**src/hw/sink_pkg.sv**
```systemverilog
package sink_pkg;

    // ----------------------------------------
    // Node memory geometry
    // ----------------------------------------

    localparam int MEM_WORDS = 256;

    typedef logic [15:0] word_t;
    typedef logic [7:0]  waddr_t;
    typedef logic [5:0]  idx_t;
    typedef logic [3:0]  sidx_t;

    // Word addresses where the three tables start.
    localparam waddr_t SINK_BASE    = 8'd4;
    localparam waddr_t NEIGH_BASE   = 8'd36;
    localparam waddr_t CLUSTER_BASE = 8'd100;

    localparam int NUM_SINKS     = 16;
    localparam int NUM_NEIGHBORS = 64;

    // ----------------------------------------
    // Host register map
    // ----------------------------------------

    // Byte addresses below 0x400 fall into the memory window.
    localparam logic [11:0] REG_CTRL    = 12'h400;
    localparam logic [11:0] REG_CLUSTER = 12'h404;
    localparam logic [11:0] REG_STATUS  = 12'h408;
    localparam logic [11:0] REG_MATCH   = 12'h40C;

    typedef enum logic [1:0] {
        OKAY   = 2'b00,
        SLVERR = 2'b10
    } axil_resp_e;

    typedef enum logic [2:0] {
        S_IDLE,
        S_NEIGH,
        S_CLUSTER,
        S_SINKS,
        S_DONE
    } scan_state_e;

    // ----------------------------------------
    // Bundles between the blocks
    // ----------------------------------------

    typedef struct packed {
        logic  start;
        word_t my_cluster;
    } scan_ctrl_t;

    typedef struct packed {
        logic  busy;
        logic  done;
        logic  found;
        idx_t  neigh_idx;
        sidx_t sink_idx;
    } scan_status_t;

    typedef struct packed {
        logic   en;
        waddr_t addr;
    } mem_rd_t;

    typedef struct packed {
        logic   en;
        waddr_t addr;
        word_t  data;
    } mem_wr_t;

endpackage
```
**src/hw/axil_host_port.sv**
```systemverilog
`timescale 1ns/1ps

module axil_host_port (
    input  logic                    clock,
    input  logic                    rst_n,
    input  logic                    awvalid,
    input  logic                    wvalid,
    input  logic                    bready,
    input  logic                    arvalid,
    input  logic                    rready,
    input  logic [11:0]             awaddr,
    input  logic [11:0]             araddr,
    input  logic [31:0]             wdata,
    output logic                    awready,
    output logic                    wready,
    output logic                    bvalid,
    output logic                    arready,
    output logic                    rvalid,
    output sink_pkg::axil_resp_e    bresp,
    output sink_pkg::axil_resp_e    rresp,
    output logic [31:0]             rdata,
    output sink_pkg::mem_wr_t       mem_wr,
    output sink_pkg::mem_rd_t       mem_rd,
    input  sink_pkg::word_t         mem_rdata,
    output sink_pkg::scan_ctrl_t    ctrl,
    input  sink_pkg::scan_status_t  status
);

    logic wr_hs, rd_hs, idle, lock;
    logic aw_mem, ar_mem, wr_err, ar_ok;
    logic start_q, rd_pend, rd_mem_q;
    logic [31:0] reg_rdata, rd_reg_q;
    sink_pkg::axil_resp_e rd_resp_q;
    sink_pkg::word_t my_cluster_q;

    assign wr_hs = awvalid && awready && wvalid && wready;
    assign rd_hs = arvalid && arready;

    // One transaction at a time. A new one waits until the last response is taken.
    assign idle = !(awready || arready || bvalid || rvalid || rd_pend);

    // A start that is still on its way to the scanner counts as busy.
    assign lock = status.busy || start_q;

    // ----------------------------------------
    // Address decode
    // ----------------------------------------

    always_comb begin
        aw_mem = (awaddr[11:10] == 2'b00);
        wr_err = 1'b1;
        if (aw_mem) begin
            wr_err = lock;
        end else begin
            case (awaddr)
                sink_pkg::REG_CTRL:    wr_err = lock && wdata[0];
                sink_pkg::REG_CLUSTER: wr_err = 1'b0;
                default:               wr_err = 1'b1;
            endcase
        end
    end

    always_comb begin
        ar_mem    = (araddr[11:10] == 2'b00);
        ar_ok     = 1'b1;
        reg_rdata = '0;
        case (araddr)
            sink_pkg::REG_CTRL:    reg_rdata = '0;
            sink_pkg::REG_CLUSTER: reg_rdata = {16'h0000, my_cluster_q};
            sink_pkg::REG_STATUS:  reg_rdata = {29'd0, status.found, status.done, status.busy};
            sink_pkg::REG_MATCH:   reg_rdata = {20'd0, status.sink_idx, 2'b00, status.neigh_idx};
            default:               ar_ok = ar_mem;
        endcase
    end

    // Memory accesses go out in the handshake cycle itself.
    always_comb begin
        mem_wr.en   = wr_hs && aw_mem && !lock;
        mem_wr.addr = awaddr[9:2];
        mem_wr.data = wdata[15:0];
        mem_rd.en   = rd_hs && ar_mem;
        mem_rd.addr = araddr[9:2];
    end

    assign ctrl.start      = start_q;
    assign ctrl.my_cluster = my_cluster_q;

    // ----------------------------------------
    // Channel control
    // ----------------------------------------

    always_ff @(posedge clock or negedge rst_n) begin
        if (!rst_n) begin
            awready      <= 1'b0;
            wready       <= 1'b0;
            bvalid       <= 1'b0;
            bresp        <= sink_pkg::OKAY;
            arready      <= 1'b0;
            rd_pend      <= 1'b0;
            rvalid       <= 1'b0;
            rresp        <= sink_pkg::OKAY;
            rdata        <= '0;
            start_q      <= 1'b0;
            my_cluster_q <= '0;
        end else begin
            start_q <= 1'b0;
            rd_pend <= rd_hs;

            // Writes win when both channels arrive together.
            if (idle && awvalid && wvalid) begin
                awready <= 1'b1;
                wready  <= 1'b1;
            end else if (idle && arvalid) begin
                arready <= 1'b1;
            end

            if (wr_hs) begin
                awready <= 1'b0;
                wready  <= 1'b0;
                bvalid  <= 1'b1;
                bresp   <= wr_err ? sink_pkg::SLVERR : sink_pkg::OKAY;
                if (awaddr == sink_pkg::REG_CTRL && wdata[0] && !lock) begin
                    start_q <= 1'b1;
                end
                if (awaddr == sink_pkg::REG_CLUSTER) begin
                    my_cluster_q <= wdata[15:0];
                end
            end else if (bvalid && bready) begin
                bvalid <= 1'b0;
            end

            if (rd_hs) begin
                arready <= 1'b0;
            end

            // Memory data is back one cycle after the handshake.
            if (rd_pend) begin
                rvalid <= 1'b1;
                rdata  <= rd_mem_q ? {16'h0000, mem_rdata} : rd_reg_q;
                rresp  <= rd_resp_q;
            end else if (rvalid && rready) begin
                rvalid <= 1'b0;
            end
        end
    end

    always_ff @(posedge clock) begin
        if (rd_hs) begin
            rd_mem_q  <= ar_mem;
            rd_reg_q  <= reg_rdata;
            rd_resp_q <= ar_ok ? sink_pkg::OKAY : sink_pkg::SLVERR;
        end
    end

    // A response may not be withdrawn before the master has taken it.
    a_bvalid_hold: assert property (@(posedge clock) disable iff (!rst_n)
        bvalid && !bready |=> bvalid);
    a_rvalid_hold: assert property (@(posedge clock) disable iff (!rst_n)
        rvalid && !rready |=> rvalid);

endmodule

```
**config.mk**
```make
export PLATFORM = sky130hd
export DESIGN_NAME = axil_host_port
export DESIGN_NICKNAME = d
export VERILOG_FILES = /design/src/hw/sink_pkg.sv /design/src/hw/axil_host_port.sv
export SDC_FILE = /design/constraint.sdc
export NUM_CORES = 1
export LEC_CHECK = 0
export BUFFER_PORTS_ARGS = -buffer_cell sky130_fd_sc_hd__buf_2
export CAP_MARGIN = 20
export CORE_UTILIZATION = 33
export CTS_BUF_LIST = sky130_fd_sc_hd__clkbuf_8
export CTS_CLUSTER_SIZE = 16
export DETAILED_ROUTE_END_ITERATION = 7
export SKIP_LAST_GASP = 1
export SLEW_MARGIN = 25
export SYNTH_ARGS = -nofsm -noshare
export SYNTH_HDL_FRONTEND = slang
export SYNTH_SLANG_ARGS = --single-unit
```
**constraint.sdc**
```tcl
create_clock -name clock -period 2.26 [get_ports clock]
set_input_delay 0.452 -clock clock [delete_from_list [all_inputs] [get_ports clock]]
set_output_delay 0.452 -clock clock [all_outputs]
set_load 0.02 [all_outputs]
```
* Word level (Yosys, flattened, before mapping) *
Index checks and enable logic that the tools add are counted.

cells by class
  div/mod/pow operators = 0
  muxes and demuxes = 18
  reduce and logical (&&, ||, !) cells = 31
  bitwise operators = 0
  $mul = 0
  $lt $le $gt $ge = 0
  shift operators = 0
  equal/unequal tests = 7
  add/subtract/negate cells = 0

operator list
  cell                  count
  $eq 12x11->1 const B  6
  $pmux 16 s3           1
  $mux 32               1
  $logic_and 1x1->1     15
  $mux 1                13
  $reduce_bool 2->1     4
  $logic_or 1x1->1      5
  $logic_not 2->1       2
  $mux 2                2
  $reduce_and 2->1      2
  $reduce_or 4->1       1
  $logic_not 1->1       2
  $ne 2x2->1 const B    1
  $pmux 1 s2            1

word-level totals
  input port bits = 92
  bits in registers = 93
  RAM bits = 0
  bits in read-only memories = 0
  memories = 0
  latch bits = 0

* Depth between registers and ports, before layout *
  word-level depth = 9
  depth in mapped cells = 5
  depth with buffers taken out = 3

* Worst setup path before layout *
No wires, ideal clock.

  kind = register -> output
  from = register wready
  to = output mem_wr[24] in the netlist's numbering
  buffers on the path = 1
  path slack = 381 ps
  stages on the path, launching flop included = 5
  arrival = 1427 ps
  data required time = 1808 ps
  cell sequence = dfrtp_1 -> and3_1 -> clkbuf_1 -> nand2_1 -> nor3_1

RTL lines
  what                    line                   RTL
  from (decl)             axil_host_port.sv:15   output logic wready,
  from (signal assigned)  axil_host_port.sv:95   wready <= 1'b0;
  from (signal assigned)  axil_host_port.sv:112  wready <= 1'b1;
  from (signal assigned)  axil_host_port.sv:119  wready <= 1'b0;
  to (decl)               axil_host_port.sv:22   output sink_pkg::mem_wr_t mem_wr,

==> results.cfg <==
[run_status]
outcome = finished, final reports clean

[die]
chipHeight_um = 97.41
fp.dieW_um = 97.41
core_um2 = 8763
rows = 34
io_pins = 184
start_util_pct = 34.28
dieArea_um2 = 9489

[clock_network]
cts.sinks = 58
cts_tree = built
h-tree-depth = 3
cts_root_buffer = clkbuf_8
cts_setup_buffers = 0
ctsResizeCount = 0
cts_inserted_buffers = 9
clock_latency_ps = 320
clkSlewWorstSetupHoldPaths_ps = 70
cts_buffer_depth = 2
cts_hold_buf = 0

[yosys]
syn_area_um2 = 3004
yosysTopAreaCell = dfrtp_1
ys_warn_count = 0
async_flop_share_pct = 68.97
synth-edff-count = 18
synthTopCellsByArea = dfrtp_1 (33%), edfxtp_1 (18%), buf_4 (13%), mux2i_1 (7.7%), mux2_4 (5.0%)
ys_dominant_reg_cell = dfrtp_1
postSynthAreaPerCell_um2 = 11.78
syn-instance-count = 255
ys_ff_latch = 58
yosysTopAreaCellShare_pct = 33.32
synth-seq-area-share_pct = 51.31
yosys.cell_types.count = 33

[power_and_ir_drop]
irDropWorstVdd_uv = 369.8
power_frac_clock_pct = 29.8
p_per_area_nw_per_um2 = 930.6
seq_power_share_pct = 41.4
cellLeakagePower_nw = 1.962
swShare_pct = 32.74
comb_power_share_pct = 28.7
intPower_w = 0.002358
switchingPower_w = 0.001148

[global_route]
grt_max_degree = 41
grt_pass1_wl_um = 10040
grt-ovfl-total = 0
grt_pass1_vias = 2051
grt_usage_pct = 13.59
antenna_found_initial = 0

[layout]
syn_to_final_growth_pct = 25.41
diodes = 0
layout_common_cells = buf_2 (148), dfrtp_1 (40), nor2_1 (31)
layout.nets = 466
final_common_cell = buf_2
drive_above_1_share_pct = 50.92
final_area_um2 = 3767

[placement]
dp_hpwl_um = 4954
portBuffers = 149
gp_congestion = 0.8388
dpl_cell_area_um2 = 3542

[setup_path]
slowest_stage = dfrtp_1
cp-start-kind = register
critical_path_peak_fanout = 5
crit_type = register to output port
crit_required_ps = 1810
cp.arrival_ps = 1530
ff2ff_setup_slack_ps = 610
cpPeakStageDelay_ps = 400
end_kind = output port
path_cells = and3_1 -> nand2_1 -> nor3_1 -> buf_2
worstRegToRegCells = 3
rr_endpoint = my_cluster_q[10]
regToRegStartpoint = wready

[timing]
grt_setup_unrepaired = false
finalClockSkew_ps = 9.023
setup_violations = 0
max_freq_mhz = 505.8
whs_ps = 119.9
fin_crit_ps = 1977
slew_viol_final = 0
period_share_pct = 87.48
worstMarginPinSlew_ps = 538.3
finalHoldViolCount = 0
tns_ps = 0
slew_headroom_pct = 64.11

[routing]
drtIter0Drc = 30
vias_per_cell = 4.351
drt.antenna.violating_nets = 0
wl_per_cell_um = 12.97
post-route-drc-count = 0
wirelength_um = 6318
drt_first_pass_iters = 4
num_vias = 2119

[flow_run]
cap_viol_max_count = 0

[min_path]
worstHoldPathType = input port to asynchronous set/reset pin
## kinds of logic after synthesis
| kind of cell | Yosys count | synth area share [%] |
|---|---|---|
| muxes | 43 | 16.41 |
| other | 1 | 0.1248 |
| DFF | 58 | 51.31 |
| buffers and inverters | 66 | 15.16 |
| and+or+nand+nor | 60 | 11.79 |
| AOI/OAI and AO/OA | 27 | 5.206 |
## final cells by class
| type | count | area, um2 |
|---|---|---|
| Tap cell | 108 | 135.1 |
| Clock buffer | 11 | 151.4 |
| Sequential cell | 58 | 1541 |
| Multi-Input combinational cell | 148 | 1071 |
| Timing Repair Buffer | 154 | 785.8 |
| Fill cell | 931 | 4996 |
| Clock inverter | 5 | 71.32 |
| Inverter | 3 | 11.26 |
## sequential cells by signal, summed over array words and instances, names as in the netlist
register,count
arready,1
rd_reg_q,16
my_cluster_q,16
rvalid,1
bvalid,1
wready,1
rdata,16
start_q,1
bresp,1
rd_pend,1
rd_mem_q,1
rd_resp_q,1
rresp,1
## worst max path at each step
stage,start,endpoint,slack (ps),cells after the start
final,wready,mem_wr[24],280,4
after detailed placement,awaddr[1],my_cluster_q[10],310,4
after floorplan,wready,mem_wr[24],380,4
after global routing,wready,mem_wr[24],190,4
after CTS,wready,mem_wr[24],240,4
after global placement,awaddr[1],my_cluster_q[7],360,4
## metrics by stage
step	worst slack, ps	util [%]	std cells	total power (W)
global placement	364.4	40.42	471	0.002474
floorplan	381.3	-	272	0.002165
detailed placement	310.6	40.42	471	0.002500
finish	283.0	42.99	487	0.003506
CTS	238.6	42.96	487	0.003571
global route	187.5	42.99	487	0.003717
## worst max-delay path, delay by kind of cell, from the launching register on
| kind | cells | cell delay (ps) |
|---|---|---|
| buffers and inverters | 1 | 190 |
| flip-flops | 1 | 400 |
| AND/OR/NAND/NOR | 3 | 620 |
## routing by layer
| metal | GRT usage, % | wire [um] | up-vias |
|---|---|---|---|
| li1 | - | - | 1054 |
| met1 | 16.87 | 2803 | 982 |
| met2 | 22.43 | 3147 | 79 |
| met3 | 4.029 | 298 | 4 |
| met4 | 4.751 | 69 | 0 |
| met5 | 0 | 0 | - |
## cells in the mapped netlist (all sizes together), types with 3 or more instances
cell type  count
nor3b          7
nor4b          3
a21oi         16
buf           58
edfxtp        18
nor2          31
dfrtp         40
clkbuf         5
nand2          5
inv            3
mux2i         23
a22oi          3
mux2          20
nor4           3
## power groups by stage
| stage | Combinational (W) | Clock [W] | Sequential (W) |
|---|---|---|---|
| 2_1_floorplan | 0.000487 | 0 | 0.00168 |
| 3_3_place_gp | 0.00101 | 0 | 0.00147 |
| 3_5_place_dp | 0.00102 | 0 | 0.00148 |
| 4_1_cts | 0.00102 | 0.00109 | 0.00146 |
| 5_1_grt | 0.00110 | 0.00114 | 0.00148 |
| 6_report | 0.00101 | 0.00105 | 0.00145 |
No activity file was read; power rests on OpenSTA's default activity.
