<file path="config.mk">
export PLATFORM = sky130hd
export DESIGN_NAME = sink_match_scan
export DESIGN_NICKNAME = d
export VERILOG_FILES = /design/src/hw/sink_pkg.sv /design/src/hw/sink_match_scan.sv
export SDC_FILE = /design/constraint.sdc
export NUM_CORES = 1
export LEC_CHECK = 0
export ABC_AREA = 1
export BUFFER_PORTS_ARGS = -buffer_cell sky130_fd_sc_hd__buf_2
export CAP_MARGIN = 20
export CORE_ASPECT_RATIO = 2
export CORE_UTILIZATION = 39
export DETAILED_ROUTE_END_ITERATION = 10
export PLACE_DENSITY = 0.54
export SLEW_MARGIN = 20
export SYNTH_ARGS = -nofsm -noshare
export SYNTH_HDL_FRONTEND = slang
export SYNTH_SLANG_ARGS = --single-unit
</file>
<file path="constraint.sdc">
create_clock -name clock -period 6.3 [get_ports clock]
set_input_delay 0.315 -clock clock [delete_from_list [all_inputs] [get_ports clock]]
set_output_delay 0.315 -clock clock [all_outputs]
set_load 0.005 [all_outputs]
</file>
<file path="src/hw/sink_pkg.sv">
package sink_pkg;

    // ----------------------------------------
    // Node memory geometry
    // ----------------------------------------

    localparam int MEM_WORDS = 256;

    typedef logic [15:0] word_t;
    typedef logic [7:0]  waddr_t;
    typedef logic [5:0]  idx_t;
    typedef logic [3:0]  sidx_t;

    // Word addresses where the three tables start.
    localparam waddr_t SINK_BASE    = 8'd4;
    localparam waddr_t NEIGH_BASE   = 8'd36;
    localparam waddr_t CLUSTER_BASE = 8'd100;

    localparam int NUM_SINKS     = 16;
    localparam int NUM_NEIGHBORS = 64;

    // ----------------------------------------
    // Host register map
    // ----------------------------------------

    // Byte addresses below 0x400 fall into the memory window.
    localparam logic [11:0] REG_CTRL    = 12'h400;
    localparam logic [11:0] REG_CLUSTER = 12'h404;
    localparam logic [11:0] REG_STATUS  = 12'h408;
    localparam logic [11:0] REG_MATCH   = 12'h40C;

    typedef enum logic [1:0] {
        OKAY   = 2'b00,
        SLVERR = 2'b10
    } axil_resp_e;

    typedef enum logic [2:0] {
        S_IDLE,
        S_NEIGH,
        S_CLUSTER,
        S_SINKS,
        S_DONE
    } scan_state_e;

    // ----------------------------------------
    // Bundles between the blocks
    // ----------------------------------------

    typedef struct packed {
        logic  start;
        word_t my_cluster;
    } scan_ctrl_t;

    typedef struct packed {
        logic  busy;
        logic  done;
        logic  found;
        idx_t  neigh_idx;
        sidx_t sink_idx;
    } scan_status_t;

    typedef struct packed {
        logic   en;
        waddr_t addr;
    } mem_rd_t;

    typedef struct packed {
        logic   en;
        waddr_t addr;
        word_t  data;
    } mem_wr_t;

endpackage
</file>
<file path="src/hw/sink_match_scan.sv">
`timescale 1ns/1ps

module sink_match_scan (
    input  logic                    clock,
    input  logic                    rst_n,
    input  sink_pkg::scan_ctrl_t    ctrl,
    output sink_pkg::mem_rd_t       mem_rd,
    input  sink_pkg::word_t         mem_rdata,
    output sink_pkg::scan_status_t  status
);

    sink_pkg::scan_state_e state;
    // The state that issued the read whose data is on mem_rdata now.
    sink_pkg::scan_state_e rd_tag;
    sink_pkg::idx_t  i, rd_i, match_i;
    sink_pkg::sidx_t j, rd_j, match_j;
    sink_pkg::word_t neigh_id, neigh_cluster, my_cluster;
    logic done, found, hit;

    // A sink word is back. It counts only for a neighbor in a foreign cluster.
    assign hit = (rd_tag == sink_pkg::S_SINKS) && (mem_rdata == neigh_id)
                 && (neigh_cluster != my_cluster);

    // ----------------------------------------
    // Read issue
    // ----------------------------------------

    // Reads stop as soon as a hit is seen, and the one in flight is dropped.
    always_comb begin
        mem_rd.en   = 1'b0;
        mem_rd.addr = '0;
        case (state)
            sink_pkg::S_NEIGH: begin
                mem_rd.en   = !hit;
                mem_rd.addr = sink_pkg::NEIGH_BASE + {2'b00, i};
            end
            sink_pkg::S_CLUSTER: begin
                mem_rd.en   = !hit;
                mem_rd.addr = sink_pkg::CLUSTER_BASE + {2'b00, i};
            end
            sink_pkg::S_SINKS: begin
                mem_rd.en   = !hit;
                mem_rd.addr = sink_pkg::SINK_BASE + {4'b0000, j};
            end
            default: begin
                mem_rd.en   = 1'b0;
            end
        endcase
    end

    // ----------------------------------------
    // Scan FSM
    // ----------------------------------------

    always_ff @(posedge clock or negedge rst_n) begin
        if (!rst_n) begin
            state   <= sink_pkg::S_IDLE;
            rd_tag  <= sink_pkg::S_IDLE;
            i       <= '0;
            j       <= '0;
            done    <= 1'b0;
            found   <= 1'b0;
            match_i <= '0;
            match_j <= '0;
        end else begin
            rd_tag <= mem_rd.en ? state : sink_pkg::S_IDLE;
            if (hit) begin
                // The compared sink belongs to the read of the previous cycle.
                state   <= sink_pkg::S_IDLE;
                done    <= 1'b1;
                found   <= 1'b1;
                match_i <= rd_i;
                match_j <= rd_j;
            end else begin
                case (state)
                    sink_pkg::S_IDLE: begin
                        if (ctrl.start) begin
                            state   <= sink_pkg::S_NEIGH;
                            i       <= '0;
                            j       <= '0;
                            done    <= 1'b0;
                            found   <= 1'b0;
                            match_i <= '0;
                            match_j <= '0;
                        end
                    end
                    sink_pkg::S_NEIGH: state <= sink_pkg::S_CLUSTER;
                    sink_pkg::S_CLUSTER: begin
                        state <= sink_pkg::S_SINKS;
                        j     <= '0;
                    end
                    sink_pkg::S_SINKS: begin
                        j <= j + 1'b1;
                        if (j == sink_pkg::sidx_t'(sink_pkg::NUM_SINKS - 1)) begin
                            if (i == sink_pkg::idx_t'(sink_pkg::NUM_NEIGHBORS - 1)) begin
                                state <= sink_pkg::S_DONE;
                            end else begin
                                i     <= i + 1'b1;
                                state <= sink_pkg::S_NEIGH;
                            end
                        end
                    end
                    // Last sink of the last neighbor compared without a hit.
                    sink_pkg::S_DONE: begin
                        state <= sink_pkg::S_IDLE;
                        done  <= 1'b1;
                    end
                    default: state <= sink_pkg::S_IDLE;
                endcase
            end
        end
    end

    always_ff @(posedge clock) begin
        rd_i <= i;
        rd_j <= j;
        if (state == sink_pkg::S_IDLE && ctrl.start) begin
            my_cluster <= ctrl.my_cluster;
        end
        if (rd_tag == sink_pkg::S_NEIGH) begin
            neigh_id <= mem_rdata;
        end
        if (rd_tag == sink_pkg::S_CLUSTER) begin
            neigh_cluster <= mem_rdata;
        end
    end

    always_comb begin
        status.busy      = (state != sink_pkg::S_IDLE);
        status.done      = done;
        status.found     = found;
        status.neigh_idx = match_i;
        status.sink_idx  = match_j;
    end

    a_rd_only_busy: assert property (@(posedge clock) disable iff (!rst_n)
        mem_rd.en |-> status.busy);
    a_done_not_busy: assert property (@(posedge clock) disable iff (!rst_n)
        !(status.done && status.busy));

endmodule

</file>
Word-level counts from Yosys, hierarchy flattened. Cells that the tools add are included.

Flip-flop bits (word level): 86. Bits of input ports: 35. Logic and storage cells: 75. Output and inout port bits: 22.

Muxes and demuxes: 23. Equal/unequal tests: 16. Bitwise logic cells: 1. Add/sub/neg operators: 5. Reduce and logical (&&, ||, !) cells: 17.

Operator list (count): 6-bit 2-to-1 mux (5); 8-bit case mux with 3 select lines (1); 16-bit equality test (1); 16-bit != test (1); 3-bit 2-to-1 mux (5); 3-bit by 2-bit equality test with 1-bit output, second input constant (4); 4-bit 2-to-1 mux (3); 3-bit case mux with 4 select lines (1); 4-bit case mux with 3 select lines (1); 6-bit case mux with 2 select lines (1); 3-bit nonzero test (3); 7-bit by 6-bit adder with 8-bit output, first input constant (1); 6-bit by 6-bit adder with 7-bit output, first input constant (1); 6-bit by 1-bit adder with 6-bit output, second input constant (1); 3-bit by 1-bit equality test with 1-bit output, second input constant (2); 6-bit equality test, second input constant (1); 2-bit != test, second input constant (3); 3-bit != test, second input constant (2); 2-bit AND reduction (3); 2-bit nonzero test (3); 3-bit by 4-bit adder with 5-bit output, first input constant (1); 1-bit 2-to-1 mux (5); 5-bit AND reduction (1); 4-bit by 1-bit adder with 4-bit output, second input constant (1); other kinds (9) (11).

Depth between registers and ports, before layout.
Depth in word-level cells: 6. Gate-level depth with buffers: 12. Depth with buffers taken out: 11.

Worst setup path after synthesis. No wires, ideal clock.

Kind: reg2reg. Start point: reg state[0]. End point: reg match_i[0]. Path buffers: 1. Setup slack: 4.286 ns. Cell stages (with the launch flop): 10. Library setup time: 0.117 ns. Period minus slack after synthesis: 2.014 ns. Arrival time: 1.896 ns. Required time: 6.183 ns. Cells stage by stage: dfrtp_1 nor2_1 inv_2 nor2_2 inv_2 nor2_1 inv_2 buf_2 nand3_1 nand2_1.

Longest elaborated chain between the ends: 3.

Ends and longest elaborated chain: start, declared (line sink_match_scan.sv:12) `sink_pkg::scan_state_e state;`; start signal, assigned (line sink_match_scan.sv:57) `state <= sink_pkg::S_IDLE;`; start signal, assigned (line sink_match_scan.sv:69) `state <= sink_pkg::S_IDLE;`; start signal, assigned (line sink_match_scan.sv:78) `state <= sink_pkg::S_NEIGH;`; 3-bit logical NOT (line sink_match_scan.sv:75) `case (state)`; 2-bit nonzero test (no line); 2-bit AND reduction (no line); end signal, assigned (line sink_match_scan.sv:72) `match_i <= rd_i;`; end, declared (line sink_match_scan.sv:15) `sink_pkg::idx_t i, rd_i, match_i;`.

No other way between the ends. A chain may end at the register's enable or synchronous reset.

==> impl_metrics.toml <==
[pwr]
clockPowerShare_pct = 30.7
leakage_nw = 2.28
power.share.sequential_pct = 44.9
combinationalPowerShare_pct = 24.4
net_sw_share_pct = 31.8
power_density_mw_per_mm2 = 370
net-switching-power_mw = 0.544
ir_drop_uv = 209
p_int_mw = 1.17

[sta]
period_share_pct = 39.6
hold_violations = 0
setup_viol = 0
clock-skew-final_ns = 0.00599
fmaxAchievable_mhz = 401
period_minus_slack_ns = 2.49
postLayoutSetupSlackWorst_ns = 3.81
setup-tns-final_ns = 0
tightestPinTransition_ns = 0.904
max-slew-margin-rel_pct = 39.5
finalMaxSlewViolations = 0
setup_repair_after_global_routing_missed_its_margin = "no"

[final_layout]
sequential_cell_area_mm2 = 0.00234
areaGrowthSynthToFinish_pct = 18.2
layout-drive-gt1-share_pct = 18.2
finish.instance_area_mm2 = 0.00462
antenna_cells_inserted = 0
multiInputGateArea_mm2 = 0.00125
num-fill-cells = 961
num-nets-final = 529
layoutNonFillerInstCount = 627

[synthesis]
post-synth-top-area-fraction_pct = 36.9
synth.most_common_cell = "sky130_fd_sc_hd__nand2_1"
synth_flop_cell = "sky130_fd_sc_hd__edfxtp_1"
yosysUniqueCellTypes = 35
syn_area_mm2 = 0.00391
synth-warning-count = 0
seq_cells_post_synth = 86
synth-seq-area-share_pct = 60.0
synth-edff-count = 48
synth-async-reset-ratio_pct = 32.6
synth_fp_nets = 467
synth_commonest_cells = "134 x sky130_fd_sc_hd__nand2_1, 61 x sky130_fd_sc_hd__inv_1, 52 x sky130_fd_sc_hd__nor2_1"
synth_area_leader_cell = "sky130_fd_sc_hd__edfxtp_1"
syn_area_per_cell_um2 = 9.13
synth_cells = 428
synth.top_cells.by_area = "sky130_fd_sc_hd__edfxtp_1 37%, sky130_fd_sc_hd__dfrtp_1 18%, sky130_fd_sc_hd__nand2_1 13%, sky130_fd_sc_hd__inv_1 5.9%, sky130_fd_sc_hd__dfxtp_1 5.1%"

[min_path]
hp-class = "input port to async pin"

[setup_path]
reg2reg_depth = 8
cpLargestDelayFamily = "simple AND/OR/NAND/NOR gates"
reg2reg_setup_slack_ns = 4.13
critical_path.startpoint_type = "flip-flop"
timing.critical_path.fanout_max = 11
worst_path_largest_cell_delay_ns = 0.70
critical_path.reg2reg.startpoint = "state[2]"
setup.worst_path.start = "state[2]"
worstSetupEndpoint = "mem_rd[2]"
critical_path_buf_inv_count = 3
worstPathRequired_ns = 5.98
critical_path_cell_count = 6
crit_path_top_delay_cell = "sky130_fd_sc_hd__nor2_1"
worst_r2r_endpoint = "i[4]"
timing.critical_path.arrival_ns = 2.18
crit_path_cell_trace = "inv_1 > nand2_1 > nor2_1 > inv_2 > o22ai_1 > buf_2"
timing_worst_setup_path_type = "flip-flop to primary output"
critical_path.endpoint_type = "primary output"

[routing]
route.detailed.drc = 0
wl_per_cell_um = 13.7
via_per_inst = 4.55
via_count = 2853
drc_marker_count_from_the_first_detailed_route_iteration = 145
drtPass1Iterations = 4
ant_nets = 0
totalWireLength_mm = 8.60

[die]
core_region_mm2 = 0.00976
start_util_pct = 40.0
die_width_um = 72.8
placementRows = 51
die_area_mm2 = 0.0104
chipHeight_um = 144
floorplan.io_pins = 57

[placed_design]
dpl_cell_area_mm2 = 0.00432
setup_slack_at_placement_ns = 4.15
dp_hpwl_mm = 6.61
gp_congestion = 0.846
io_buffer_count = 56
dp_cells = 611

[global_routing]
grt_pass1_wl_mm = 13.4
global_route.overflow_total = 0
grt_pass1_vias = 2807
global_route.usage.total_pct = 17.7
largest_net_degree_at_the_start_of_global_routing = 29
antenna_violations_before_repair = 0

[clocking]
clock_tree.buffer_depth = 2
clk_transition_reported_paths_ns = 0.06
clock-root-buffer = "sky130_fd_sc_hd__clkbuf_16"
post_cts_buffers = 0
tritoncts = "built"
post_cts_resize_count = 0
tritoncts.num_buffers = 9
ctsHoldBuffers = 0
h_tree_depth_reported_by_cts = 3
insertion_delay_ns = 0.33
clock-sinks = 86

[status]
status = "finished, final reports clean"

[run]
max_cap_viol_count = 0
-- area by class of cell --
class                      instances  area share, %
timing repair buffer              59           6.56
clock buffer                      14           6.29
sequential                        86           50.7
inverter                          67           5.50
multi-input combinational        267           27.1
clock inverter                     2          0.244
tap                              132           3.58
-- cell families after synthesis --
family          share of synthesized area (%)
other cells                            0.0960
compound gates                           2.82
xor+xnor                                 2.24
flops                                    60.0
simple gates                             25.5
buf+inv                                  8.10
fa+ha+maj                                1.28
-- sequential cells by signal, indices dropped and copies added (netlist names) --
| name | count |
|---|---|
| done | 1 |
| found | 1 |
| i | 6 |
| j | 4 |
| match_i | 6 |
| match_j | 4 |
| my_cluster | 16 |
| neigh_cluster | 16 |
| neigh_id | 16 |
| rd_i | 6 |
| rd_j | 4 |
| rd_tag | 3 |
| state | 3 |
-- power groups by stage --
stage	Combinational, mW	Clock [mW]	Sequential (mW)
floorplan	0.294	0	0.759
global placement	0.417	0	0.776
detailed placement	0.421	0	0.779
CTS	0.424	0.540	0.768
global route	0.473	0.560	0.779
finish	0.418	0.524	0.768
-- layout by cell type, fill, tap and decap left out, types with 3 or more instances in the layout --
cell and instances:
sky130_fd_sc_hd__clkbuf_16 11, sky130_fd_sc_hd__inv_2 5, sky130_fd_sc_hd__xor2_1 3, sky130_fd_sc_hd__inv_1 61
sky130_fd_sc_hd__xnor2_1 7, sky130_fd_sc_hd__edfxtp_1 48, sky130_fd_sc_hd__o21ai_0 4, sky130_fd_sc_hd__dfxtp_1 10
sky130_fd_sc_hd__nand4_1 13, sky130_fd_sc_hd__nand3_1 21, sky130_fd_sc_hd__a21oi_1 6, sky130_fd_sc_hd__nor2_1 52
sky130_fd_sc_hd__nand2_1 134, sky130_fd_sc_hd__ha_1 4, sky130_fd_sc_hd__buf_2 56, sky130_fd_sc_hd__buf_4 3
sky130_fd_sc_hd__dfrtp_1 28
-- layer usage --
metal	vias to the layer above	GRT usage, %	part of all wire, %
met5	-	0	0
met1	1314	16.8	36
met3	11	3.30	3.3
li1	1476	-	-
met4	0	8.67	2.3
met2	52	34.6	59
-- how the worst min path moves through the flow --
stage	startpoint	end	slack [ns]	cells after the start
2_1_floorplan	rst_n	done	0.02	0
3_3_place_gp	rst_n	match_i[1]	0.38	1
3_5_place_dp	rst_n	match_i[1]	0.39	1
4_1_cts	rst_n	j[3]	0.03	1
5_1_grt	rst_n	match_i[3]	0.06	1
6_report	rst_n	match_i[1]	0.009	1
-- worst register-to-register path, stage by stage, from the launching register on --
cell and delay (ns):
sky130_fd_sc_hd__dfrtp_1 0.39, sky130_fd_sc_hd__inv_1 0.10, sky130_fd_sc_hd__nand2_1 0.09, sky130_fd_sc_hd__nor2_1 0.70, sky130_fd_sc_hd__inv_2 0.20, sky130_fd_sc_hd__nand2_1 0.22
sky130_fd_sc_hd__nand3_2 0.19, sky130_fd_sc_hd__nand2_1 0.11, sky130_fd_sc_hd__nand2_1 0.06
-- metrics by stage --
stage	total power [mW]	utilization [%]	hold slack (ns)
floorplan	1.05	-	0.0194
global placement	1.19	44.2	0.384
detailed placement	1.20	44.2	0.387
CTS	1.73	47.3	0.0298
global route	1.81	47.3	0.0552
finish	1.71	47.3	0.00917
(Power assumes the default switching activity.)
